### config.mk
export PLATFORM = sky130hd
export DESIGN_NAME = icache_line_fill
export DESIGN_NICKNAME = d
export VERILOG_FILES = /design/src/verilog/icache_pkg.sv /design/src/verilog/icache_line_fill.sv
export VERILOG_INCLUDE_DIRS = /design/src /design/src/include
export SDC_FILE = /design/constraint.sdc
export NUM_CORES = 1
export LEC_CHECK = 0
export BUFFER_PORTS_ARGS = -buffer_cell sky130_fd_sc_hd__buf_2
export CORE_AREA = 5 5 257 259
export CTS_CLUSTER_SIZE = 30
export DETAILED_ROUTE_END_ITERATION = 12
export DIE_AREA = 0 0 262 264
export GPL_TIMING_DRIVEN = 0
export PLACE_DENSITY = 0.6
export SKIP_CTS_REPAIR_TIMING = 1
export SYNTH_ARGS = -nofsm -noshare
export SYNTH_HDL_FRONTEND = slang
export SYNTH_SLANG_ARGS = --single-unit
### constraint.sdc
create_clock -name iCLOCK -period 4.4 [get_ports iCLOCK]
set_clock_uncertainty 0.05 [all_clocks]
set_input_delay 0.22 -clock iCLOCK [delete_from_list [all_inputs] [get_ports iCLOCK]]
set_output_delay 0.22 -clock iCLOCK [all_outputs]
set_load 0.01 [all_outputs]
### src/include/icache_defs.svh
// Instruction cache geometry and memory beat protocol definitions
`ifndef ICACHE_DEFS_SVH
`define ICACHE_DEFS_SVH

// Direct-mapped array, 16 lines of 64 bytes
`define ICACHE_LINES 16
`define ICACHE_INDEX_W 4
`define ICACHE_TAG_W 22

// Refill transfers, in 64-bit beats
`define ICACHE_BEAT_W 64
`define ICACHE_LINE_BEATS 8
`define ICACHE_BEAT_IDX_W 3

// Whole line as written into the array
`define ICACHE_LINE_W (`ICACHE_LINE_BEATS * `ICACHE_BEAT_W)

// Hit counter visible at the top level
`define ICACHE_HITCNT_W 16

`endif

### src/verilog/icache_pkg.sv
// Shared request, response and control types of the instruction cache
`include "icache_defs.svh"

package icache_pkg;

	// Fetch address from the fetch unit
	typedef logic [31:0] fetch_req_t;

	// One response to the fetch unit
	typedef struct packed {
		logic [31:0] inst0;
		logic [31:0] inst1;
		logic inst1_valid;
		logic pagefault;
	} fetch_rsp_t;

	// Beat address, 8-byte aligned
	typedef logic [31:0] mem_req_t;

	// One refill beat from memory
	typedef struct packed {
		logic [`ICACHE_BEAT_W-1:0] data;
		logic pagefault;
	} mem_rsp_t;

	// Controller FSM
	typedef enum logic [2:0] {
		IDLE = 3'd0,
		LOOKUP = 3'd1,
		MEMREQ = 3'd2,
		RESPOND = 3'd3,
		FLUSH = 3'd4
	} ctrl_state_e;

	// Where the aligner takes its word from
	typedef enum logic {
		CACHE = 1'b0,
		FILL = 1'b1
	} word_src_e;

endpackage

### src/verilog/icache_line_fill.sv
// Refill beat collector building the line and capturing the critical word
`include "icache_defs.svh"

module icache_line_fill (
	input	logic iCLOCK,
	input	logic inRESET,
	input	logic start,
	input	icache_pkg::fetch_req_t addr,
	input	logic mem_rsp_valid,
	input	icache_pkg::mem_rsp_t mem_rsp,
	output	logic [`ICACHE_LINE_W-1:0] line,
	output	logic [`ICACHE_BEAT_W-1:0] crit_word,
	output	logic fill_last,
	output	logic fill_fault
);

	logic [`ICACHE_BEAT_IDX_W-1:0] beat_cnt;
	logic [`ICACHE_BEAT_IDX_W-1:0] crit_idx;
	logic discard;
	logic beat_last;

	// Every line gets eight beats, so the counter wraps onto the next line
	assign beat_last = (beat_cnt == `ICACHE_BEAT_IDX_W'(`ICACHE_LINE_BEATS - 1));

	always_ff @(posedge iCLOCK or negedge inRESET) begin
		if (!inRESET) begin
			beat_cnt <= '0;
			discard <= 1'b0;
			fill_last <= 1'b0;
			fill_fault <= 1'b0;
		end
		else begin
			fill_last <= mem_rsp_valid && beat_last && !discard;
			fill_fault <= mem_rsp_valid && mem_rsp.pagefault && !discard;
			if (mem_rsp_valid) begin
				beat_cnt <= beat_cnt + 1'b1;
				// Drop the rest of a faulted line
				if (beat_last) begin
					discard <= 1'b0;
				end
				else if (mem_rsp.pagefault) begin
					discard <= 1'b1;
				end
			end
		end
	end

	always_ff @(posedge iCLOCK) begin
		if (start) begin
			crit_idx <= addr[3 +: `ICACHE_BEAT_IDX_W];
		end
		if (mem_rsp_valid) begin
			// Beat k ends up in bits 64k and up
			line <= {mem_rsp.data, line[`ICACHE_LINE_W-1:`ICACHE_BEAT_W]};
			if (!discard && (beat_cnt == crit_idx)) begin
				crit_word <= mem_rsp.data;
			end
		end
	end

endmodule

### Word level (Yosys, flattened, before mapping)

Index checks and enable logic that the tools add are counted.

* register bits: 585
* input port bits: 101

* add/subtract/negate cells: 1
* equal/unequal tests: 2
* multiplexer cells: 2
* reductions and logical operators: 9

Operators by type and width (count)
* 1-bit logical AND: 5
* 2-bit AND reduction: 2
* 3-bit by 1-bit adder with 3-bit output (second input constant): 1
* 3-bit equality test: 1
* 3-bit equality test (second input constant): 1
* 1-bit 2-to-1 mux: 2
* 2-bit nonzero test: 1
* 1-bit zero test: 1

### Logic depth before layout (Yosys ltp)

* depth after elaboration: 3
* gate-level depth with buffers: 4
* mapped depth without buffers: 4

### Least setup slack after synthesis

Ideal clock, no wire load.

* path kind: register -> register
* start: register discard
* end: register crit_word[0], enable pin
* setup time: 522 ps
* arrival: 4130 ps
* data required time: 3828 ps
* slack: -302 ps
* stages on the path, launching flop included: 3
* path buffers: 0
* cell sequence: dfrtp_1 nand2b_2 nor4_2

* word-level cells in the longest chain between the ends: 3

Ends and longest elaborated chain
* start: declaration: RTL line icache_line_fill.sv:19 `logic discard;`
* start signal: assignment: RTL line icache_line_fill.sv:28 `discard <= 1'b0;`
* start signal: assignment: RTL line icache_line_fill.sv:39 `discard <= 1'b0;`
* start signal: assignment: RTL line icache_line_fill.sv:42 `discard <= 1'b1;`
* 1-bit zero test: RTL line icache_line_fill.sv:55 `if (!discard && (beat_cnt == crit_idx)) begin`
* 1-bit logical AND: RTL line icache_line_fill.sv:55
* 2-bit AND reduction (no source line)
* end signal: assignment: RTL line icache_line_fill.sv:56 `crit_word <= mem_rsp.data;`
* end: declaration: RTL line icache_line_fill.sv:12 `` output logic [`ICACHE_BEAT_W-1:0] crit_word, ``

Every way passes these cells.
A chain may end at the register's enable or synchronous reset.

### Worst setup path in the final report

* start: input mem_rsp_valid
* end: register crit_word[42], enable pin

* word-level cells in the longest chain between the ends: 1

Ends and longest elaborated chain
* start: declaration: RTL line icache_line_fill.sv:9 `input logic mem_rsp_valid,`
* 2-bit AND reduction (no source line)

Every way passes these cells.

==> results.yml <==
routing:
  ant_nets: 0
  firstDrtPassIters: 4
  routedWlPerCell_microns: 20.7
  viasPerCell: 3.99
  vias: 9167
  drc: 0
  initialDrtViolationCount: 698
  wirelength_microns: 47500
sta:
  setup_viol_count_final: 0
  slew_viol_final: 0
  finalSetupTns_ps: 0
  fin_crit_ps: 2960
  fmax_mhz: 338
  worstMarginPinSlew_ps: 674
  maxSlewHeadroom: 0.550
  finalHoldViolations: 0
  period_share: 0.672
  hold_slack_ps: 294
  fin_ws_ps: 1440
  rsz0062_at_grt: "false"
worst_setup_path:
  critPathArrivalTime_ps: 3180
  r2r-start: "discard$_DFFE_PN0P_"
  critPathMostFrequentCell: "buf_6"
  worstSetupEndpointType: "flip-flop"
  crit_fanout: 111
  slowest_delay_ps: 620
  cp.required_ps: 4630
  critPathKind: "input port to flip-flop"
  crit_slowest_cell: "nor4_4"
  cp_top_family: "buffers and inverters"
  crit_start: "mem_rsp_valid"
  cp_num_buf_inv: 6
  startpoint_type: "input port"
  path_cells: "dlygate4sd3_1, buf_8, buf_16, nand2b_2, nor4_4, buf_6, buf_6, buf_6"
clock_tree:
  clkTransAtPathRegs_ps: 60
  clock_sink_count: 585
  cts_buffers: 58
  cts-root-buf: "clkbuf_16"
  clk_latency_ps: 600
  clockBufferDepth: 3
  h-tree-depth: 2
  cts_tree: "done"
final_layout:
  post-route-util: 0.388
  final_cells: 2295
  synthToLayoutAreaGrowth_pct: 39.9
  final_cell_area_sq_um: 24700
  drive_above_1_share: 0.515
  antenna_cells: 0
  final_nets: 1496
pwr:
  p_leak_nw: 9.57
  finalPower_mw: 12.2
  max-vdd-ir-drop_mv: 0.328
  p_per_area_nw_per_um2: 493
floorplan:
  die-area_sq_um: 69200
  fp-row-count: 93
  die_y_microns: 264
  die_x_microns: 262
  core_sq_um: 63600
  start_util: 0.278
  io_pins: 679
placement:
  dpl_cell_area_sq_um: 22200
  gp_congestion: 0.848
  io_buffers: 649
  dp_hpwl_microns: 35100
  place_inst: 2116
  dp_worst_setup_slack_ps: 1440
synth:
  avgSynthCellArea_sq_um: 29.4
  postSynthCellCount: 601
  syn-num-nets: 704
  synthMuxAreaShare: 0.00127
  synthXorXnorAreaFrac: 0.00198
  ys_seq_area_frac: 0.993
  yosys-top-cells-area: "edfxtp_1 (98%), dfrtp_1 (0.85%), xor2_1 (0.20%)"
  netlist_area_sq_um: 17700
  synthSimpleGateAreaFrac: 0.00163
  synth_compound_area_frac: 0.000567
  synth_top_family_by_area: "XOR/XNOR gates"
  yosysTopAreaCell: "edfxtp_1"
  synth_top_area_share: 0.984
  synth_cell_types: 10
  ys_ff_latch: 585
  synth_warnings: 0
  synthAdderAreaFrac: 0.00142
global_route:
  grt_antenna_before_repair: 2
  grt_usage: 0.128
  grt_overflow_total: 0
  grt_pass1_vias: 9222
  grt_pass1_wl_microns: 65100
  grt_max_degree: 131
hold_path:
  hold_path_class: "input port to flip-flop"
  min_from: "addr[5]"
run_status:
  status: "finished, final reports clean"
run:
  cap_violations: 0
[sequential cells by signal (all words and copies together), names as in the netlist]
| signal | cells |
|---|---|
| beat_cnt | 3 |
| discard | 1 |
| fill_fault | 1 |
| crit_word | 64 |
| crit_idx | 3 |
| fill_last | 1 |
| line | 512 |
[cell usage in the layout (no fill, tap or decap)]
| cell | instances |
|---|---|
| clkinv_4 | 1 |
| inv_1 | 2 |
| edfxtp_1 | 579 |
| bufinv_16 | 3 |
| nand2b_2 | 1 |
| dlygate4sd3_1 | 72 |
| clkinv_1 | 19 |
| xor2_1 | 4 |
| a21oi_1 | 2 |
| buf_2 | 648 |
| nor2_1 | 2 |
| ha_1 | 2 |
| mux2_2 | 2 |
| clkinv_2 | 8 |
| buf_6 | 5 |
| inv_6 | 2 |
| dfrtp_1 | 6 |
| buf_8 | 3 |
| clkinvlp_4 | 3 |
| clkbuf_16 | 59 |
| buf_16 | 4 |
| nor4_4 | 1 |
| clkbuf_1 | 10 |
| clkinv_8 | 2 |
[cell usage after synthesis, drive strengths merged]
library cell,number
xor2,4
nor4,1
nor2,2
ha,2
a21oi,2
mux2,2
nand2b,1
dfrtp,6
inv,2
edfxtp,579
[layout make-up]
class                   count  area [sq um]
clock inverters            38           283
repair buffers            732          4180
inverters                   2          7.51
fillers                  5794         38900
multi-input cells          14           130
well taps                 855          1070
flip-flops and latches    585         17500
clock buffers              69          1510
[cells by family after synthesis]
family / count (synthesis)
DFF: 585
buffers and inverters: 2
xor gates and xnor gates: 4
adders and majority gates: 2
AOI/OAI and AO/OA: 2
muxes: 2
and+or+nand+nor: 4
[power by group]
part           internal, mW  leakage, nW  switching (mW)
clock                  2.63        0.870            2.02
combinational         0.312         3.02           0.510
sequential             6.54         5.69           0.175
total                  9.48         9.57            2.71
[final timing paths]
check	slack, ps	cells past startpoint	endpoint
max reg2reg	2130	5	crit_word[42]$_DFFE_PP_
min reg2reg	380	0	line[53]$_DFFE_PP_
min in group asynchronous	530	3	beat_cnt[1]$_DFFE_PN0P_
min	290	2	crit_idx[2]$_DFFE_PP_
max in group asynchronous	3560	3	beat_cnt[2]$_DFFE_PN0P_
max	1440	8	crit_word[42]$_DFFE_PP_
[per-layer routing]
layer,part of all wire,GRT usage,vias to the layer above
li1,-,-,4053
met1,0.37,0.148,4674
met2,0.53,0.219,337
met3,0.065,0.0402,101
met4,0.036,0.0526,2
met5,0.00027,0,-
(Power assumes the default switching activity.)
