[src/include/icache_defs.svh]
// Instruction cache geometry and memory beat protocol definitions
`ifndef ICACHE_DEFS_SVH
`define ICACHE_DEFS_SVH

// Direct-mapped array, 16 lines of 64 bytes
`define ICACHE_LINES 16
`define ICACHE_INDEX_W 4
`define ICACHE_TAG_W 22

// Refill transfers, in 64-bit beats
`define ICACHE_BEAT_W 64
`define ICACHE_LINE_BEATS 8
`define ICACHE_BEAT_IDX_W 3

// Whole line as written into the array
`define ICACHE_LINE_W (`ICACHE_LINE_BEATS * `ICACHE_BEAT_W)

// Hit counter visible at the top level
`define ICACHE_HITCNT_W 16

`endif

[src/verilog/icache_pkg.sv]
// Shared request, response and control types of the instruction cache
`include "icache_defs.svh"

package icache_pkg;

	// Fetch address from the fetch unit
	typedef logic [31:0] fetch_req_t;

	// One response to the fetch unit
	typedef struct packed {
		logic [31:0] inst0;
		logic [31:0] inst1;
		logic inst1_valid;
		logic pagefault;
	} fetch_rsp_t;

	// Beat address, 8-byte aligned
	typedef logic [31:0] mem_req_t;

	// One refill beat from memory
	typedef struct packed {
		logic [`ICACHE_BEAT_W-1:0] data;
		logic pagefault;
	} mem_rsp_t;

	// Controller FSM
	typedef enum logic [2:0] {
		IDLE = 3'd0,
		LOOKUP = 3'd1,
		MEMREQ = 3'd2,
		RESPOND = 3'd3,
		FLUSH = 3'd4
	} ctrl_state_e;

	// Where the aligner takes its word from
	typedef enum logic {
		CACHE = 1'b0,
		FILL = 1'b1
	} word_src_e;

endpackage

[src/verilog/icache_miss_ctrl.sv]
// Instruction cache controller sequencing lookup, refill, response and flush
`include "icache_defs.svh"

module icache_miss_ctrl (
	input	logic iCLOCK,
	input	logic inRESET,
	input	logic flush,
	input	logic req_valid,
	output	logic req_ready,
	input	icache_pkg::fetch_req_t req,
	output	icache_pkg::fetch_req_t fetch_addr,
	input	logic lookup_hit,
	output	logic rd_en,
	output	logic wr_en,
	output	icache_pkg::word_src_e src,
	output	logic load,
	output	logic rsp_valid,
	input	logic rsp_ready,
	output	logic mem_req_valid,
	input	logic mem_req_ready,
	output	icache_pkg::mem_req_t mem_req,
	input	logic fill_last,
	input	logic fill_fault,
	output	logic [`ICACHE_HITCNT_W-1:0] hit_count
);

	icache_pkg::ctrl_state_e state;
	logic lookup_vld;
	logic issue_busy;
	logic [`ICACHE_BEAT_IDX_W-1:0] req_cnt;
	logic accept;
	logic hit;
	logic miss;
	logic fill_done;

	// Beat requests still outstanding block the next fetch
	assign req_ready = (state == icache_pkg::IDLE) && !flush && !issue_busy;
	assign accept = req_valid && req_ready;

	// Second LOOKUP cycle sees the registered array result
	assign rd_en = (state == icache_pkg::LOOKUP) && !lookup_vld;
	assign hit = (state == icache_pkg::LOOKUP) && lookup_vld && lookup_hit;
	assign miss = (state == icache_pkg::LOOKUP) && lookup_vld && !lookup_hit;

	assign fill_done = (state == icache_pkg::MEMREQ) && (fill_last || fill_fault);
	// A faulting line is never written
	assign wr_en = fill_done && !fill_fault;
	assign load = hit || fill_done;
	assign src = (state == icache_pkg::MEMREQ) ? icache_pkg::FILL : icache_pkg::CACHE;
	assign rsp_valid = (state == icache_pkg::RESPOND);

	assign mem_req_valid = issue_busy;
	assign mem_req = {fetch_addr[31:6], req_cnt, 3'b000};

	// Fetch address, held for the whole transaction
	always_ff @(posedge iCLOCK) begin
		if (accept) begin
			fetch_addr <= req;
		end
	end

	always_ff @(posedge iCLOCK or negedge inRESET) begin
		if (!inRESET) begin
			state <= icache_pkg::IDLE;
			lookup_vld <= 1'b0;
		end
		else begin
			case (state)
				icache_pkg::IDLE: begin
					if (flush) begin
						state <= icache_pkg::FLUSH;
					end
					else if (accept) begin
						state <= icache_pkg::LOOKUP;
					end
				end
				icache_pkg::LOOKUP: begin
					if (!lookup_vld) begin
						lookup_vld <= 1'b1;
					end
					else begin
						lookup_vld <= 1'b0;
						state <= lookup_hit ? icache_pkg::RESPOND : icache_pkg::MEMREQ;
					end
				end
				icache_pkg::MEMREQ: begin
					if (fill_last || fill_fault) begin
						state <= icache_pkg::RESPOND;
					end
				end
				icache_pkg::RESPOND: begin
					if (rsp_ready) begin
						state <= icache_pkg::IDLE;
					end
				end
				icache_pkg::FLUSH: begin
					// Array clears its valid bits this cycle
					state <= icache_pkg::IDLE;
				end
				default: begin
					state <= icache_pkg::IDLE;
				end
			endcase
		end
	end

	// Beat request issue, runs on after a fault until all eight are sent
	always_ff @(posedge iCLOCK or negedge inRESET) begin
		if (!inRESET) begin
			issue_busy <= 1'b0;
			req_cnt <= '0;
		end
		else if (miss) begin
			issue_busy <= 1'b1;
			req_cnt <= '0;
		end
		else if (issue_busy && mem_req_ready) begin
			req_cnt <= req_cnt + 1'b1;
			if (req_cnt == `ICACHE_BEAT_IDX_W'(`ICACHE_LINE_BEATS - 1)) begin
				issue_busy <= 1'b0;
			end
		end
	end

	// Hit counter
	always_ff @(posedge iCLOCK or negedge inRESET) begin
		if (!inRESET) begin
			hit_count <= '0;
		end
		else if (hit) begin
			hit_count <= hit_count + 1'b1;
		end
	end

endmodule

[config.mk]
export PLATFORM = sky130hd
export DESIGN_NAME = icache_miss_ctrl
export DESIGN_NICKNAME = d
export VERILOG_FILES = /design/src/verilog/icache_pkg.sv /design/src/verilog/icache_miss_ctrl.sv
export VERILOG_INCLUDE_DIRS = /design/src /design/src/include
export SDC_FILE = /design/constraint.sdc
export NUM_CORES = 1
export LEC_CHECK = 0
export ABC_AREA = 1
export BUFFER_PORTS_ARGS = -buffer_cell sky130_fd_sc_hd__buf_2
export CAP_MARGIN = 20
export CELL_PAD_IN_SITES_DETAIL_PLACEMENT = 2
export CELL_PAD_IN_SITES_GLOBAL_PLACEMENT = 2
export CORE_UTILIZATION = 26
export CTS_CLUSTER_DIAMETER = 30
export DETAILED_ROUTE_END_ITERATION = 8
export HOLD_SLACK_MARGIN = 0.06
export PLACE_DENSITY = 0.89
export SYNTH_ARGS = -nofsm -noshare
export SYNTH_HDL_FRONTEND = slang
export SYNTH_SLANG_ARGS = --single-unit
[constraint.sdc]
create_clock -name iCLOCK -period 4.6 [get_ports iCLOCK]
set_clock_uncertainty 0.1 [all_clocks]
set_input_delay 0.46 -clock iCLOCK [delete_from_list [all_inputs] [get_ports iCLOCK]]
set_output_delay 0.46 -clock iCLOCK [all_outputs]
set_load 0.02 [all_outputs]
After elaboration in Yosys (flattened, before gate mapping) --
Index checks and enable logic that the tools add are counted. Widths: inputs -> output; s select.
Storage, ports and cells: flip-flop bits (word level) 56, input bits 41
Operators by class: $add $sub $neg 2, eq/ne operators 8, mux-type cells 14, reductions and logical operators 22
Operators with widths (count):
- $mux 3 | 7
- $add 16x1->16 const B | 1
- $pmux 3 s4 | 1
- $logic_and 1x1->1 | 10
- $eq 3x2->1 const B | 2
- $mux 1 | 6
- $logic_not 1->1 | 5
- $ne 2x1->1 const B | 2
- $reduce_and 4->1 | 1
- $reduce_bool 2->1 | 2
- $add 3x1->3 const B | 1
- $eq 3x1->1 const B | 1
- $eq 3x3->1 const B | 1
- $logic_not 3->1 | 1
- $ne 3x3->1 const B | 1
- $logic_or 1x1->1 | 2
- $ne 2x2->1 const B | 1
- $reduce_and 2->1 | 1

Longest topological paths before layout --
word-level depth 7, depth in mapped cells 9

Least setup slack after synthesis --
OpenSTA, ideal clock, no wires.
path kind reg-to-reg, start reg state[0], end reg fetch_addr[0] (enable), arrival 2.896 ns, data required time 4.039 ns, setup slack 1.143 ns, stages on the path, launching flop included 4, path buffers 0, clock period less this slack 3.457 ns, path through dfrtp_1 -> nor2_1 -> nand3_1 -> nor3_1
Between the ends: longest elaborated chain between the ends 4
RTL lines:
- start, declared | RTL line icache_miss_ctrl.sv:27 | icache_pkg::ctrl_state_e state;
- start signal, assigned | RTL line icache_miss_ctrl.sv:64 | state <= icache_pkg::IDLE;
- start signal, assigned | RTL line icache_miss_ctrl.sv:71 | state <= icache_pkg::FLUSH;
- start signal, assigned | RTL line icache_miss_ctrl.sv:74 | state <= icache_pkg::LOOKUP;
- $logic_not 3->1 | RTL line icache_miss_ctrl.sv:37 | assign req_ready = (state == icache_pkg::IDLE) && !flush && !issue_busy;
- $logic_and 1x1->1 (2 in a row) | RTL line icache_miss_ctrl.sv:37
- $logic_and 1x1->1 | RTL line icache_miss_ctrl.sv:38 | assign accept = req_valid && req_ready;
- net accept | RTL line icache_miss_ctrl.sv:31 | logic accept;
- end signal, assigned | RTL line icache_miss_ctrl.sv:58 | fetch_addr <= req;
- end, declared | RTL line icache_miss_ctrl.sv:11 | output icache_pkg::fetch_req_t fetch_addr,
The timed path passes the listed nets, and every way through them passes these cells. A chain may end at the register's enable or synchronous reset.

Worst setup path in the final report --
start reg state[1], end out load
Between the ends: longest elaborated chain between the ends 4
RTL lines:
- $eq 3x1->1 | RTL line icache_miss_ctrl.sv:42 | assign hit = (state == icache_pkg::LOOKUP) && lookup_vld && lookup_hit;
- $logic_and 1x1->1 (2 in a row) | RTL line icache_miss_ctrl.sv:42
- $logic_or 1x1->1 (*) | RTL line icache_miss_ctrl.sv:48 | assign load = hit || fill_done;
- end, declared | RTL line icache_miss_ctrl.sv:16 | output logic load,
Mark *: on every way between the ends. The rest lies on a longest branch, timed or not.

==> reports/qor.txt <==
Status - completed
Clk sinks - 56
Unique masters post-synth - 23
Finished Core Util - 0.344
Worst setup EP type - output port
Vias in the first global route - 2068
Synth Area per Inst - 10.6 µm²
GPL Wtd Cong - 0.788
Worst slew margin - 0.621
Initial DRC Count - 51
WP data arrival - 1.60 ns
DR vias - 1998
Clock Root Buffer - clkbuf_8
CP Class - reg2out
Die Area - 10100 µm²
CTS HTree Levels - 2
Post-route cell area - 3210 µm²
Minimum clock period after layout - 2.16 ns
Setup TNS - 0 ns
Yosys reg bits - 56
Fmax - 0.463 GHz
Most common cell after layout, fill and taps aside - buf_2
Final setup fails - 0
Drt wl/cell - 14.9 µm
Layout cells sized above 1 - 0.412
Core area - 9330 µm²
Cells after synthesis - 238
Vias per cell - 4.22
Power, Total - 1390 µW
Post-Place Cell Area - 3120 µm²
Warnings, synthesis - 0
GRT Overall Usage - 0.142
CTS buffer count - 5
Nets - 388
Area of the mapped netlist - 2530 µm²
CTS tree - built
Pre-antenna DRT Iters - 4
RSZ-0062 raised after global routing - no
Lkg Pwr - 0.00160 µW
Worst Hold Class - in2reg
Port buffer count - 124
DP HPWL - 5.91 mm
Rows - 35
Most frequent cells in the layout - 124 x buf_2, 68 x nand2_1, 32 x edfxtp_1, 24 x dfrtp_1, 20 x nor2_1
PD cells - 433 nW/µm²
Register area share after synthesis - 0.616
Number of remaining DRC errors - 0
IO Pins - 128
Ant. Diodes - 0
Die Wd - 101 µm
Final Cycle Share - 0.469
Filler Cell Count - 1019
Setup bufs post-CTS - 0
Largest net degree at the start of global routing - 33
Antenna-violating nets left - 0
VDD IR max - 0.125 mV
Starting density of the core - 0.272
Initial antenna violation count - 0
Critical Path Fanout Max - 10
Final Hold Fails - 0
Insertion delay to the later sink of the worst-skew pair - 0.31 ns
Area delta synth->final - 26.8%
Clk buf depth - 2
GR Overflow Total - 0
Startpoint types - flop
Global-route wire length before repair - 10.8 mm
Drt total wl - 7.09 mm
Slew @ Worst Pin - 0.568 ns
Die height - 101 µm
Worst EP required - 4.04 ns
Slew Viols, Final - 0
CTS clock-pin slew for the worst setup and hold paths - 0.10 ns
Max-Cap Viols - 0
-- what timing repair did --
item / 4_1_cts / 5_1_grt
hold endpoints to repair: 24 / 0
gates resized for setup: 0 / 0
hold buffers: 1 / 0
-- worst paths after layout --
| path | startpoint | to | slack (ns) | cells past startpoint |
|---|---|---|---|---|
| worst max-delay path | state[1] | load | 2.44 | 6 |
| worst min-delay path | req[6] | fetch_addr[6] | 0.22 | 1 |
| worst max register to register | state[0] | fetch_addr[23] | 2.79 | 4 |
| worst min register to register | state[2] | state[2] | 0.38 | 1 |
| max in group asynchronous | inRESET | state[2] | 3.45 | 2 |
| min in group asynchronous | inRESET | hit_count[11] | 0.57 | 2 |
-- stage by stage --
stage               hold slack (ns)  std cells  worst slack [ns]
floorplan                    0.0644        240              1.14
global placement              0.344        465              2.87
detailed placement            0.371        465              2.77
CTS                           0.211        474              2.39
global route                  0.199        474              2.34
finish                        0.217        474              2.44
-- cell type report --
type | count | area, µm² | area share
Sequential cell | 56 | 1560 | 0.486
Multi-Input combinational cell | 135 | 692 | 0.215
Timing Repair Buffer | 126 | 638 | 0.199
Tap cell | 129 | 161 | 0.0503
Inverter | 20 | 75.1 | 0.0234
Clock buffer | 6 | 72.6 | 0.0226
Clock inverter | 2 | 11.3 | 0.00351
-- registers in the layout (all words and copies together) (netlist names) --
name	cells
state	3
req_cnt	3
lookup_vld	1
hit_count	16
fetch_addr	32
mem_req_valid	1
-- cell families (layout without fill, tap and decap cells) --
logic type,after synthesis,in the layout,synth area share
AOI/OAI and AO/OA,3,3,0.00691
DFF,56,56,0.616
other,1,3,0.00148
buffers and inverters,49,154,0.116
adders and majority gates,3,3,0.0148
and+or+nand+nor,115,115,0.205
xor gates and xnor gates,9,9,0.0311
muxes,2,2,0.00889
-- report_power, final --
| part | switching [µW] | internal, µW | total [µW] | leakage (µW) |
|---|---|---|---|---|
| registers | 67.4 | 607 | 674 | 0.000606 |
| clock network | 155 | 106 | 261 | 0.0000388 |
| logic | 304 | 150 | 454 | 0.000957 |
-- Yosys cell counts, drive strengths merged --
cell | count | area share
nand2 | 69 | 0.11
edfxtp | 32 | 0.38
buf | 29 | 0.086
nor2 | 25 | 0.050
dfrtp | 24 | 0.24
inv | 20 | 0.030
nand3 | 11 | 0.024
xor2 | 6 | 0.021
nand3b | 5 | 0.015
ha | 3 | 0.015
xnor2 | 3 | 0.010
mux2 | 2 | 0.0089
nand4 | 2 | 0.0049
nor3 | 2 | 0.0040
o21ai | 2 | 0.0040
conb | 1 | 0.0015
nor4 | 1 | 0.0025
o21bai | 1 | 0.0030
-- layer usage --
layer,wire [µm],vias up,part of all wire,GRT usage
li1,-,946,-,-
met1,2690,960,0.38,0.152
met2,3780,84,0.53,0.277
met3,541,8,0.076,0.0319
met4,74,0,0.010,0.0401
met5,0,-,0,0
-- worst max-delay path, cell delays in order (launching register included) --
cell and delay [ns]:
dfrtp_1 0.46, inv_2 0.13, nand3_2 0.15, nor2_4 0.14
nand2_4 0.13, o21ai_0 0.10, buf_2 0.18
(Power assumes the default switching activity.)
