File: src/include/icache_defs.svh
// Instruction cache geometry and memory beat protocol definitions
`ifndef ICACHE_DEFS_SVH
`define ICACHE_DEFS_SVH

// Direct-mapped array, 16 lines of 64 bytes
`define ICACHE_LINES 16
`define ICACHE_INDEX_W 4
`define ICACHE_TAG_W 22

// Refill transfers, in 64-bit beats
`define ICACHE_BEAT_W 64
`define ICACHE_LINE_BEATS 8
`define ICACHE_BEAT_IDX_W 3

// Whole line as written into the array
`define ICACHE_LINE_W (`ICACHE_LINE_BEATS * `ICACHE_BEAT_W)

// Hit counter visible at the top level
`define ICACHE_HITCNT_W 16

`endif

File: src/verilog/icache_pkg.sv
// Shared request, response and control types of the instruction cache
`include "icache_defs.svh"

package icache_pkg;

	// Fetch address from the fetch unit
	typedef logic [31:0] fetch_req_t;

	// One response to the fetch unit
	typedef struct packed {
		logic [31:0] inst0;
		logic [31:0] inst1;
		logic inst1_valid;
		logic pagefault;
	} fetch_rsp_t;

	// Beat address, 8-byte aligned
	typedef logic [31:0] mem_req_t;

	// One refill beat from memory
	typedef struct packed {
		logic [`ICACHE_BEAT_W-1:0] data;
		logic pagefault;
	} mem_rsp_t;

	// Controller FSM
	typedef enum logic [2:0] {
		IDLE = 3'd0,
		LOOKUP = 3'd1,
		MEMREQ = 3'd2,
		RESPOND = 3'd3,
		FLUSH = 3'd4
	} ctrl_state_e;

	// Where the aligner takes its word from
	typedef enum logic {
		CACHE = 1'b0,
		FILL = 1'b1
	} word_src_e;

endpackage

File: src/verilog/icache_fetch_align.sv
// Response register selecting the word source and aligning two instructions
`include "icache_defs.svh"

module icache_fetch_align (
	input	logic iCLOCK,
	input	logic inRESET,
	input	logic load,
	input	logic rsp_ready,
	input	icache_pkg::word_src_e src,
	input	logic [`ICACHE_BEAT_W-1:0] cache_word,
	input	logic [`ICACHE_BEAT_W-1:0] fill_word,
	input	logic fault,
	input	logic addr_hi,
	output	icache_pkg::fetch_rsp_t rsp
);

	logic [`ICACHE_BEAT_W-1:0] word;

	assign word = (src == icache_pkg::FILL) ? fill_word : cache_word;

	always_ff @(posedge iCLOCK or negedge inRESET) begin
		if (!inRESET) begin
			rsp <= '0;
		end
		else if (load) begin
			rsp.pagefault <= fault;
			if (!addr_hi) begin
				rsp.inst0 <= word[31:0];
				rsp.inst1 <= word[63:32];
				rsp.inst1_valid <= 1'b1;
			end
			else begin
				// Upper half only, nothing follows in this word
				rsp.inst0 <= word[63:32];
				rsp.inst1 <= '0;
				rsp.inst1_valid <= 1'b0;
			end
		end
		else if (rsp_ready) begin
			rsp.inst1_valid <= 1'b0;
			rsp.pagefault <= 1'b0;
		end
	end

endmodule

File: config.mk
export PLATFORM = sky130hd
export DESIGN_NAME = icache_fetch_align
export DESIGN_NICKNAME = d
export VERILOG_FILES = /design/src/verilog/icache_pkg.sv /design/src/verilog/icache_fetch_align.sv
export VERILOG_INCLUDE_DIRS = /design/src /design/src/include
export SDC_FILE = /design/constraint.sdc
export NUM_CORES = 1
export LEC_CHECK = 0
export BUFFER_PORTS_ARGS = -buffer_cell sky130_fd_sc_hd__buf_4
export CAP_MARGIN = 20
export CORE_ASPECT_RATIO = 1.1
export CORE_MARGIN = 1.5
export CORE_UTILIZATION = 47
export CTS_CLUSTER_SIZE = 40
export DETAILED_ROUTE_END_ITERATION = 10
export PLACE_DENSITY = 0.91
export REMOVE_ABC_BUFFERS = 1
export SYNTH_ARGS = -nofsm -noshare
export SYNTH_HDL_FRONTEND = slang
export SYNTH_SLANG_ARGS = --single-unit
File: constraint.sdc
create_clock -name iCLOCK -period 2 [get_ports iCLOCK]
set_input_delay 0.6 -clock iCLOCK [delete_from_list [all_inputs] [get_ports iCLOCK]]
set_output_delay 0.6 -clock iCLOCK [all_outputs]
set_load 0.03 [all_outputs]
======== Word level (Yosys, flattened, before mapping) ========
Index checks and enable logic that the tools add are counted.
storage, ports and cells
  register bits ........................... 66
  input bits .............................. 135
  output and inout port bits .............. 66
  logic and storage cells ................. 9
operators by class
  multiplexer cells ....................... 4
  reduce and logical (&&, ||, !) cells .... 1
operators with widths
  cell                number
  $mux W65            1
  $mux W64            1
  $mux W2             2
  $reduce_bool A2 Y1  1

======== Longest topological paths before layout ========
Gate-level depths: netlist of the first run.
  depth in word-level cells ............... 3
  mapped depth ............................ 4
  depth with buffers taken out ............ 2

======== Worst setup path before layout of the first run ========
OpenSTA, ideal clock, no wires.
  path type ............................... input to register
  start point ............................. in src
  end point ............................... reg rsp[34] in the netlist's numbering
  setup time .............................. 142 ps
  data arrival time ....................... 1246 ps
  data required time ...................... 1858 ps
  path slack .............................. 611 ps
  stages on the path ...................... 4
  buffers on the path ..................... 2
  path through ............................ buf_6 > buf_12 > mux2i_1 > o221ai_1
on the way
  cells in the longest elaborated chain, start to end .. 2
ends and longest elaborated chain
  item                line                      text
  start: declaration  icache_fetch_align.sv:9   input icache_pkg::word_src_e src,
  $mux W64            icache_fetch_align.sv:19  assign word = (src == icache_pkg::FILL) ? fill_word : cache_word;
  $mux W65            icache_fetch_align.sv:27  if (!addr_hi) begin
  end: declaration    icache_fetch_align.sv:14  output icache_pkg::fetch_rsp_t rsp
Every way passes these cells.
A chain may end at the register's enable or synchronous reset.

======== Worst setup path in the final report of the first run ========
  start point ............................. reg rsp[23] in the netlist's numbering
  end point ............................... out rsp[23] in the netlist's numbering
No word-level cell between the ends.

==> results of run 1 <==
==> cell type report <==
type	instances	area (sq um)	area share (%)
flip-flops and latches	66	1650	32.5
repair buffers	210	1630	32.0
multi-input cells	165	1360	26.7
clock buffers	11	141	2.78
inverters	32	120	2.36
well taps	85	106	2.09
clock inverters	5	77.6	1.53
==> worst paths after layout <==
check	startpoint	to	slack, ps	cells past startpoint
max	rsp[23]	rsp[23]	490	1
max reg2reg	rsp[40]	rsp[40]	1270	2
min in group iCLOCK	rsp[1]	rsp[1]	500	1
max in group asynchronous	inRESET	rsp[44]	1250	2
min reg2reg	rsp[1]	rsp[1]	500	1
min	inRESET	rsp[9]	200	1
==> synth_stat cells <==
library cell and n:
buf_6 3, nor2_1 1, a22o_1 1, mux2i_1 64, buf_12 3, o22ai_1 32, inv_1 32, buf_1 1
nand2b_1 33, dfrtp_1 66, buf_4 1, buf_2 8, nand2_1 1, a21bo_2 1, clkbuf_1 5, buf_8 3
o221ai_1 32
==> power by group through the flow <==
stage               Sequential [mW]  Clock, mW  Combinational [mW]
finish                         1.56       1.22                1.14
global route                   1.58       1.30                1.21
CTS                            1.56       1.25                1.15
detailed placement             1.58          0                1.15
global placement               1.58          0                1.12
floorplan                      1.86          0               0.253
==> per-stage QoR <==
stage / total power, mW / utilization, % / area (sq um) / setup WS (ps) / cells
2_1_floorplan: 2.12 / - / 3130 / -215 / 263
3_3_place_gp: 2.70 / 70.2 / 4860 / 349 / 558
3_5_place_dp: 2.73 / 70.2 / 4860 / 294 / 558
4_1_cts: 3.96 / 73.3 / 5080 / 476 / 574
5_1_grt: 4.09 / 73.3 / 5080 / 457 / 574
6_report: 3.93 / 73.3 / 5080 / 494 / 574
==> kinds of logic after synthesis <==
family / after synthesis
buffers and inverters: 56
muxes: 64
DFF: 66
AOI/OAI and AO/OA: 66
and+or+nand+nor: 35
==> cell usage in the layout, fill, tap and decap left out, types with 2 or more instances in the layout <==
master / n
buf_4: 206
dfrtp_1: 66
mux2i_1: 64
nand2b_1: 32
o221ai_1: 32
inv_1: 32
o22ai_1: 32
clkbuf_8: 10
buf_12: 4
clkinv_2: 2
bufinv_16: 2
==> routing by layer <==
metal  share of wire (%)  up-vias  global-route usage, %  wire length (um)
li1                    -     1444                      -                 -
met1                  38     1477                   29.2              3630
met2                  54      124                   45.3              5150
met3                 5.8       14                   5.00               547
met4                 1.6        0                   9.31               153
met5                   0        -                      0                 0
==> metrics.txt, run 1 <==
Largest Register rsp; Final period util 75.3%; Max Cap Violations 0; hold_ws 202 ps; peak fanout along the critical path 2; largest net degree at the start of global routing 43; required time worst endpoint 1400 ps; clock group share of total power 31.1%; Slew Limit Headroom 70.9%; count of pins over their slew limit 0; initial antenna violation count 0; post-synthesis simple-gate area fraction 6.42%; Post-CTS Setup Bufs 0; cell area after synthesis 3330 sq um; Hold Buf Count CTS 0; gpl congestion 0.811; share of layout cells above drive strength 1 46.4%; Die X 83.3 um; RSZ-0062 raised after global routing no; Least-Margin Pin Slew 436 ps; DRT antenna net count 0; Setup TNS 0 ps; buffers added on ports 200; post_cts resized 0; gr usage total 25.0%; Synth Instances 287; WP buf/inv 1; Worst setup SP type register; diodes inserted 0; die footprint 7610 sq um; sequential power share 39.8%; vias in the first global route 3233; Area contributors post-synth dfrtp_1 (50%), mux2i_1 (19%), o221ai_1 (8.4%); flops & latches, synth 66; via count 3059; Final Hold Viols 0; critical path class reg2out; post-synthesis mux area share 19.2%; outcome completed; layout net count 619; Starting Density 48.1%; Comb pwr share 29.1%; standard-cell row count 32; Total Wirelength 9.48 mm; # setup viols final 0; leak pwr 2.64 nW; Detailed Place HPWL 7.12 mm; Worst Skew 0 ps; crit path DAT 910 ps; DRC 0; Fill cells 524; H-tree depth 3; vias per cell 5.33; Inserted Clock Buffers 9; Max Clk Rate 0.664 GHz; CP Cell Sequence buf_4; Clock transition at path regs 80 ps; Pwr Density 773 nW/um^2; Sw Pwr 1.20 mW; DIE HEIGHT 91.3 um; Mapped Avg Cell Area 11.6 sq um; max reg flops 66; Hold Path Class in2async; Clock Path Buffers 2; main combinational cell family by area after synthesis multiplexers; Root Buffer clkbuf_8; minimum clock period 1510 ps; VDD IR max 0.528 mV; Area Overhead vs Synth 52.3%; slowest cell delay on critical path 400 ps; Synth area leader dfrtp_1; share of the yosys chip area belonging to registers 49.5%; Int Pwr 2.73 mW; I/O pins 201; Initial DRC Count 103; synth warn 0; synth unique cells 17; crit end category output port; Synth top area share 49.5%; first-pass GRT wire length 15.2 mm; CTS sink cnt 66; DR pass1 iterations 4; complex-gate fraction of the synthesized area 15.0%; Largest regs rsp: 66 flops; CTS tree built; Core Area 6930 sq um; Worst path top cell family by delay flip-flops; clk_lat worst skew 320 ps; sw frac 30.5%; XOR/XNOR Fraction of Synth Area 0%; drt wl/cell 16.5 um; grt ovf 0; Critical-path top delay cell dfrtp_1; Adder-Cell Fraction of Synth Area 0%
Note: power is estimated with default switching activity, not from simulation.
==> run 2, diff against run 1 <==
--- a/config.mk
+++ b/config.mk
@@ -10,10 +10,10 @@
 export CAP_MARGIN = 20
 export CORE_ASPECT_RATIO = 1.1
 export CORE_MARGIN = 1.5
-export CORE_UTILIZATION = 47
+export CORE_UTILIZATION = 39
 export CTS_CLUSTER_SIZE = 40
 export DETAILED_ROUTE_END_ITERATION = 10
-export PLACE_DENSITY = 0.91
+export PLACE_DENSITY = 0.81
 export REMOVE_ABC_BUFFERS = 1
 export SYNTH_ARGS = -nofsm -noshare
 export SYNTH_HDL_FRONTEND = slang
==> constraint.sdc (replaced) <==
create_clock -name iCLOCK -period 1.3 [get_ports iCLOCK]
set_input_delay 0.39 -clock iCLOCK [delete_from_list [all_inputs] [get_ports iCLOCK]]
set_output_delay 0.39 -clock iCLOCK [all_outputs]
set_load 0.03 [all_outputs]
==> run 2 against run 1 <==
Non-clock buffer count grew 32. Utilization is 6.4 points lower. Die area increased by 20%. Clock skew unchanged. Combinational power grew 78%. Hold slack worse by 150 ps. Highest routed layer unchanged. Via count rose by 3.4%. Critical path depth unchanged. Sequential cell count stayed put. Largest power group unchanged.
==> metrics.txt, run 2 (synthesis gave the netlist of run 1 again) <==
area occupied by multi-input gates 1360 sq um; Largest Register rsp; Starting Density 40.1%; CP Cell Sequence buf_4; fin worst setup slack 21.8 ps; critical path class reg2out; Root Buffer clkbuf_8; CTS tree built; Clock Path Buffers 2; Layout Utilization 66.9%; Critical-path top delay cell dfrtp_1; crit path DAT 890 ps; outcome completed; layout net count 651; CTS sink cnt 66; Worst path top cell family by delay flip-flops; Least-Margin Pin Slew 354 ps; buffers added on ports 200; Design Power 6.48 mW; Inserted Clock Buffers 9; drt wl/cell 16.3 um; DIE HEIGHT 100 um; post-route cell area 5570 sq um; # setup viols final 0; largest net degree at the start of global routing 67; Worst Skew 0 ps; initial antenna violation count 0; Clock transition at path regs 80 ps; Detailed Place HPWL 7.10 mm; DP Worst Slack -62.1 ps; Initial DRC Count 63; Hold Path Class in2async; most frequent cells in the layout buf_4 (185), dfrtp_1 (66), mux2i_1 (64), buf_6 (53); vias per cell 5.00; Final Hold Viols 0; vias in the first global route 3214; Worst setup SP type register; H-tree depth 3; RSZ-0062 raised after global routing yes; Die X 91.2 um; Slew Limit Headroom 76.4%; reg2reg path depth 4; DR pass1 iterations 4; Pwr Density 1160 nW/um^2; R2R Setup Slk 310 ps; grt ovf 0; die footprint 9110 sq um; count of pins over their slew limit 0; Max Clk Rate 0.782 GHz; max reg flops 66; gr usage total 21.2%; Max Cap Violations 0; gpl congestion 0.766; Setup TNS 0 ps; Hold Buf Count CTS 0; placed cell area 4900 sq um; clk_lat worst skew 330 ps; R2R Path End rsp[39]; leak pwr 2.86 nW; Fill cells 692; share of layout cells above drive strength 1 49.9%; peak fanout along the critical path 2; diodes inserted 0; crit end category output port; DRC 0; standard-cell row count 35; most common cell after layout, fill and taps aside buf_4; I/O pins 201; Area Overhead vs Synth 67.1%; FF-to-FF Start rsp[39]; Sequential Area 1650 sq um; Largest regs rsp: 66 flops; WP buf/inv 1; Total Wirelength 10.3 mm; first-pass GRT wire length 15.5 mm; slowest cell delay on critical path 390 ps; VDD IR max 0.588 mV; via count 3163; required time worst endpoint 910 ps; Final period util 98.3%; Core Area 8320 sq um; minimum clock period 1280 ps; DRT antenna net count 0
## run 2: cell count changes in the layout (fill, tap and decap cells not counted)
cell	delta
buf_4	-21
buf_6	+53
clkbuf_1	-1
clkbuf_8	+2
clkinv_2	-1
## run 2: cell type report
cell class | instances | share of cell area (%)
Tap cell | 111 | 2.49
Sequential cell | 66 | 29.6
Timing Repair Buffer | 242 | 37.1
Clock buffer | 12 | 2.96
Clock inverter | 4 | 1.30
Multi-Input combinational cell | 165 | 24.3
Inverter | 32 | 2.16
## run 2: worst max-delay path by stage
stage / start / endpoint / slack (ps) / cells past startpoint
final: rsp[4] / rsp[4] / 20 / 1
after global routing: rsp[28] / rsp[28] / -20 / 1
after CTS: rsp[38] / rsp[38] / 0.2 / 1
after detailed placement: src / rsp[36] / -60 / 4
after global placement: src / rsp[42] / -30 / 4
after floorplan: addr_hi / rsp[34] / -700 / 2
## run 2: timing repair
item	in CTS	in global routing
gates resized for setup	15	38
gates cloned	0	0
buffers inserted	10	21
hold endpoints to repair	0	0
endpoints found under the setup margin	23	59
## run 2: power breakdown
group	leakage (nW)	switching, mW	internal [mW]
combinational	1.91	0.999	1.03
clock	0.119	0.782	1.24
sequential	0.834	0.160	2.27
total	2.86	1.94	4.54
## run 2: metrics by stage
| step | hold WS, ps | std cells |
|---|---|---|
| after floorplan | 94.4 | 263 |
| after global placement | 414 | 585 |
| after detailed placement | 427 | 585 |
| after CTS | 53.7 | 611 |
| after global routing | 54.2 | 632 |
| final | 47.6 | 632 |
## run 2: metal layers
layer  wire length (um)  global-route usage, %  part of all wire [%]  vias up
li1                   -                      -                     -     1507
met1               3980                   25.3                    39     1522
met2               5570                   37.3                    54      117
met3                524                   4.77                   5.1       17
met4                197                   8.29                   1.9        0
met5                  0                      0                     0        -
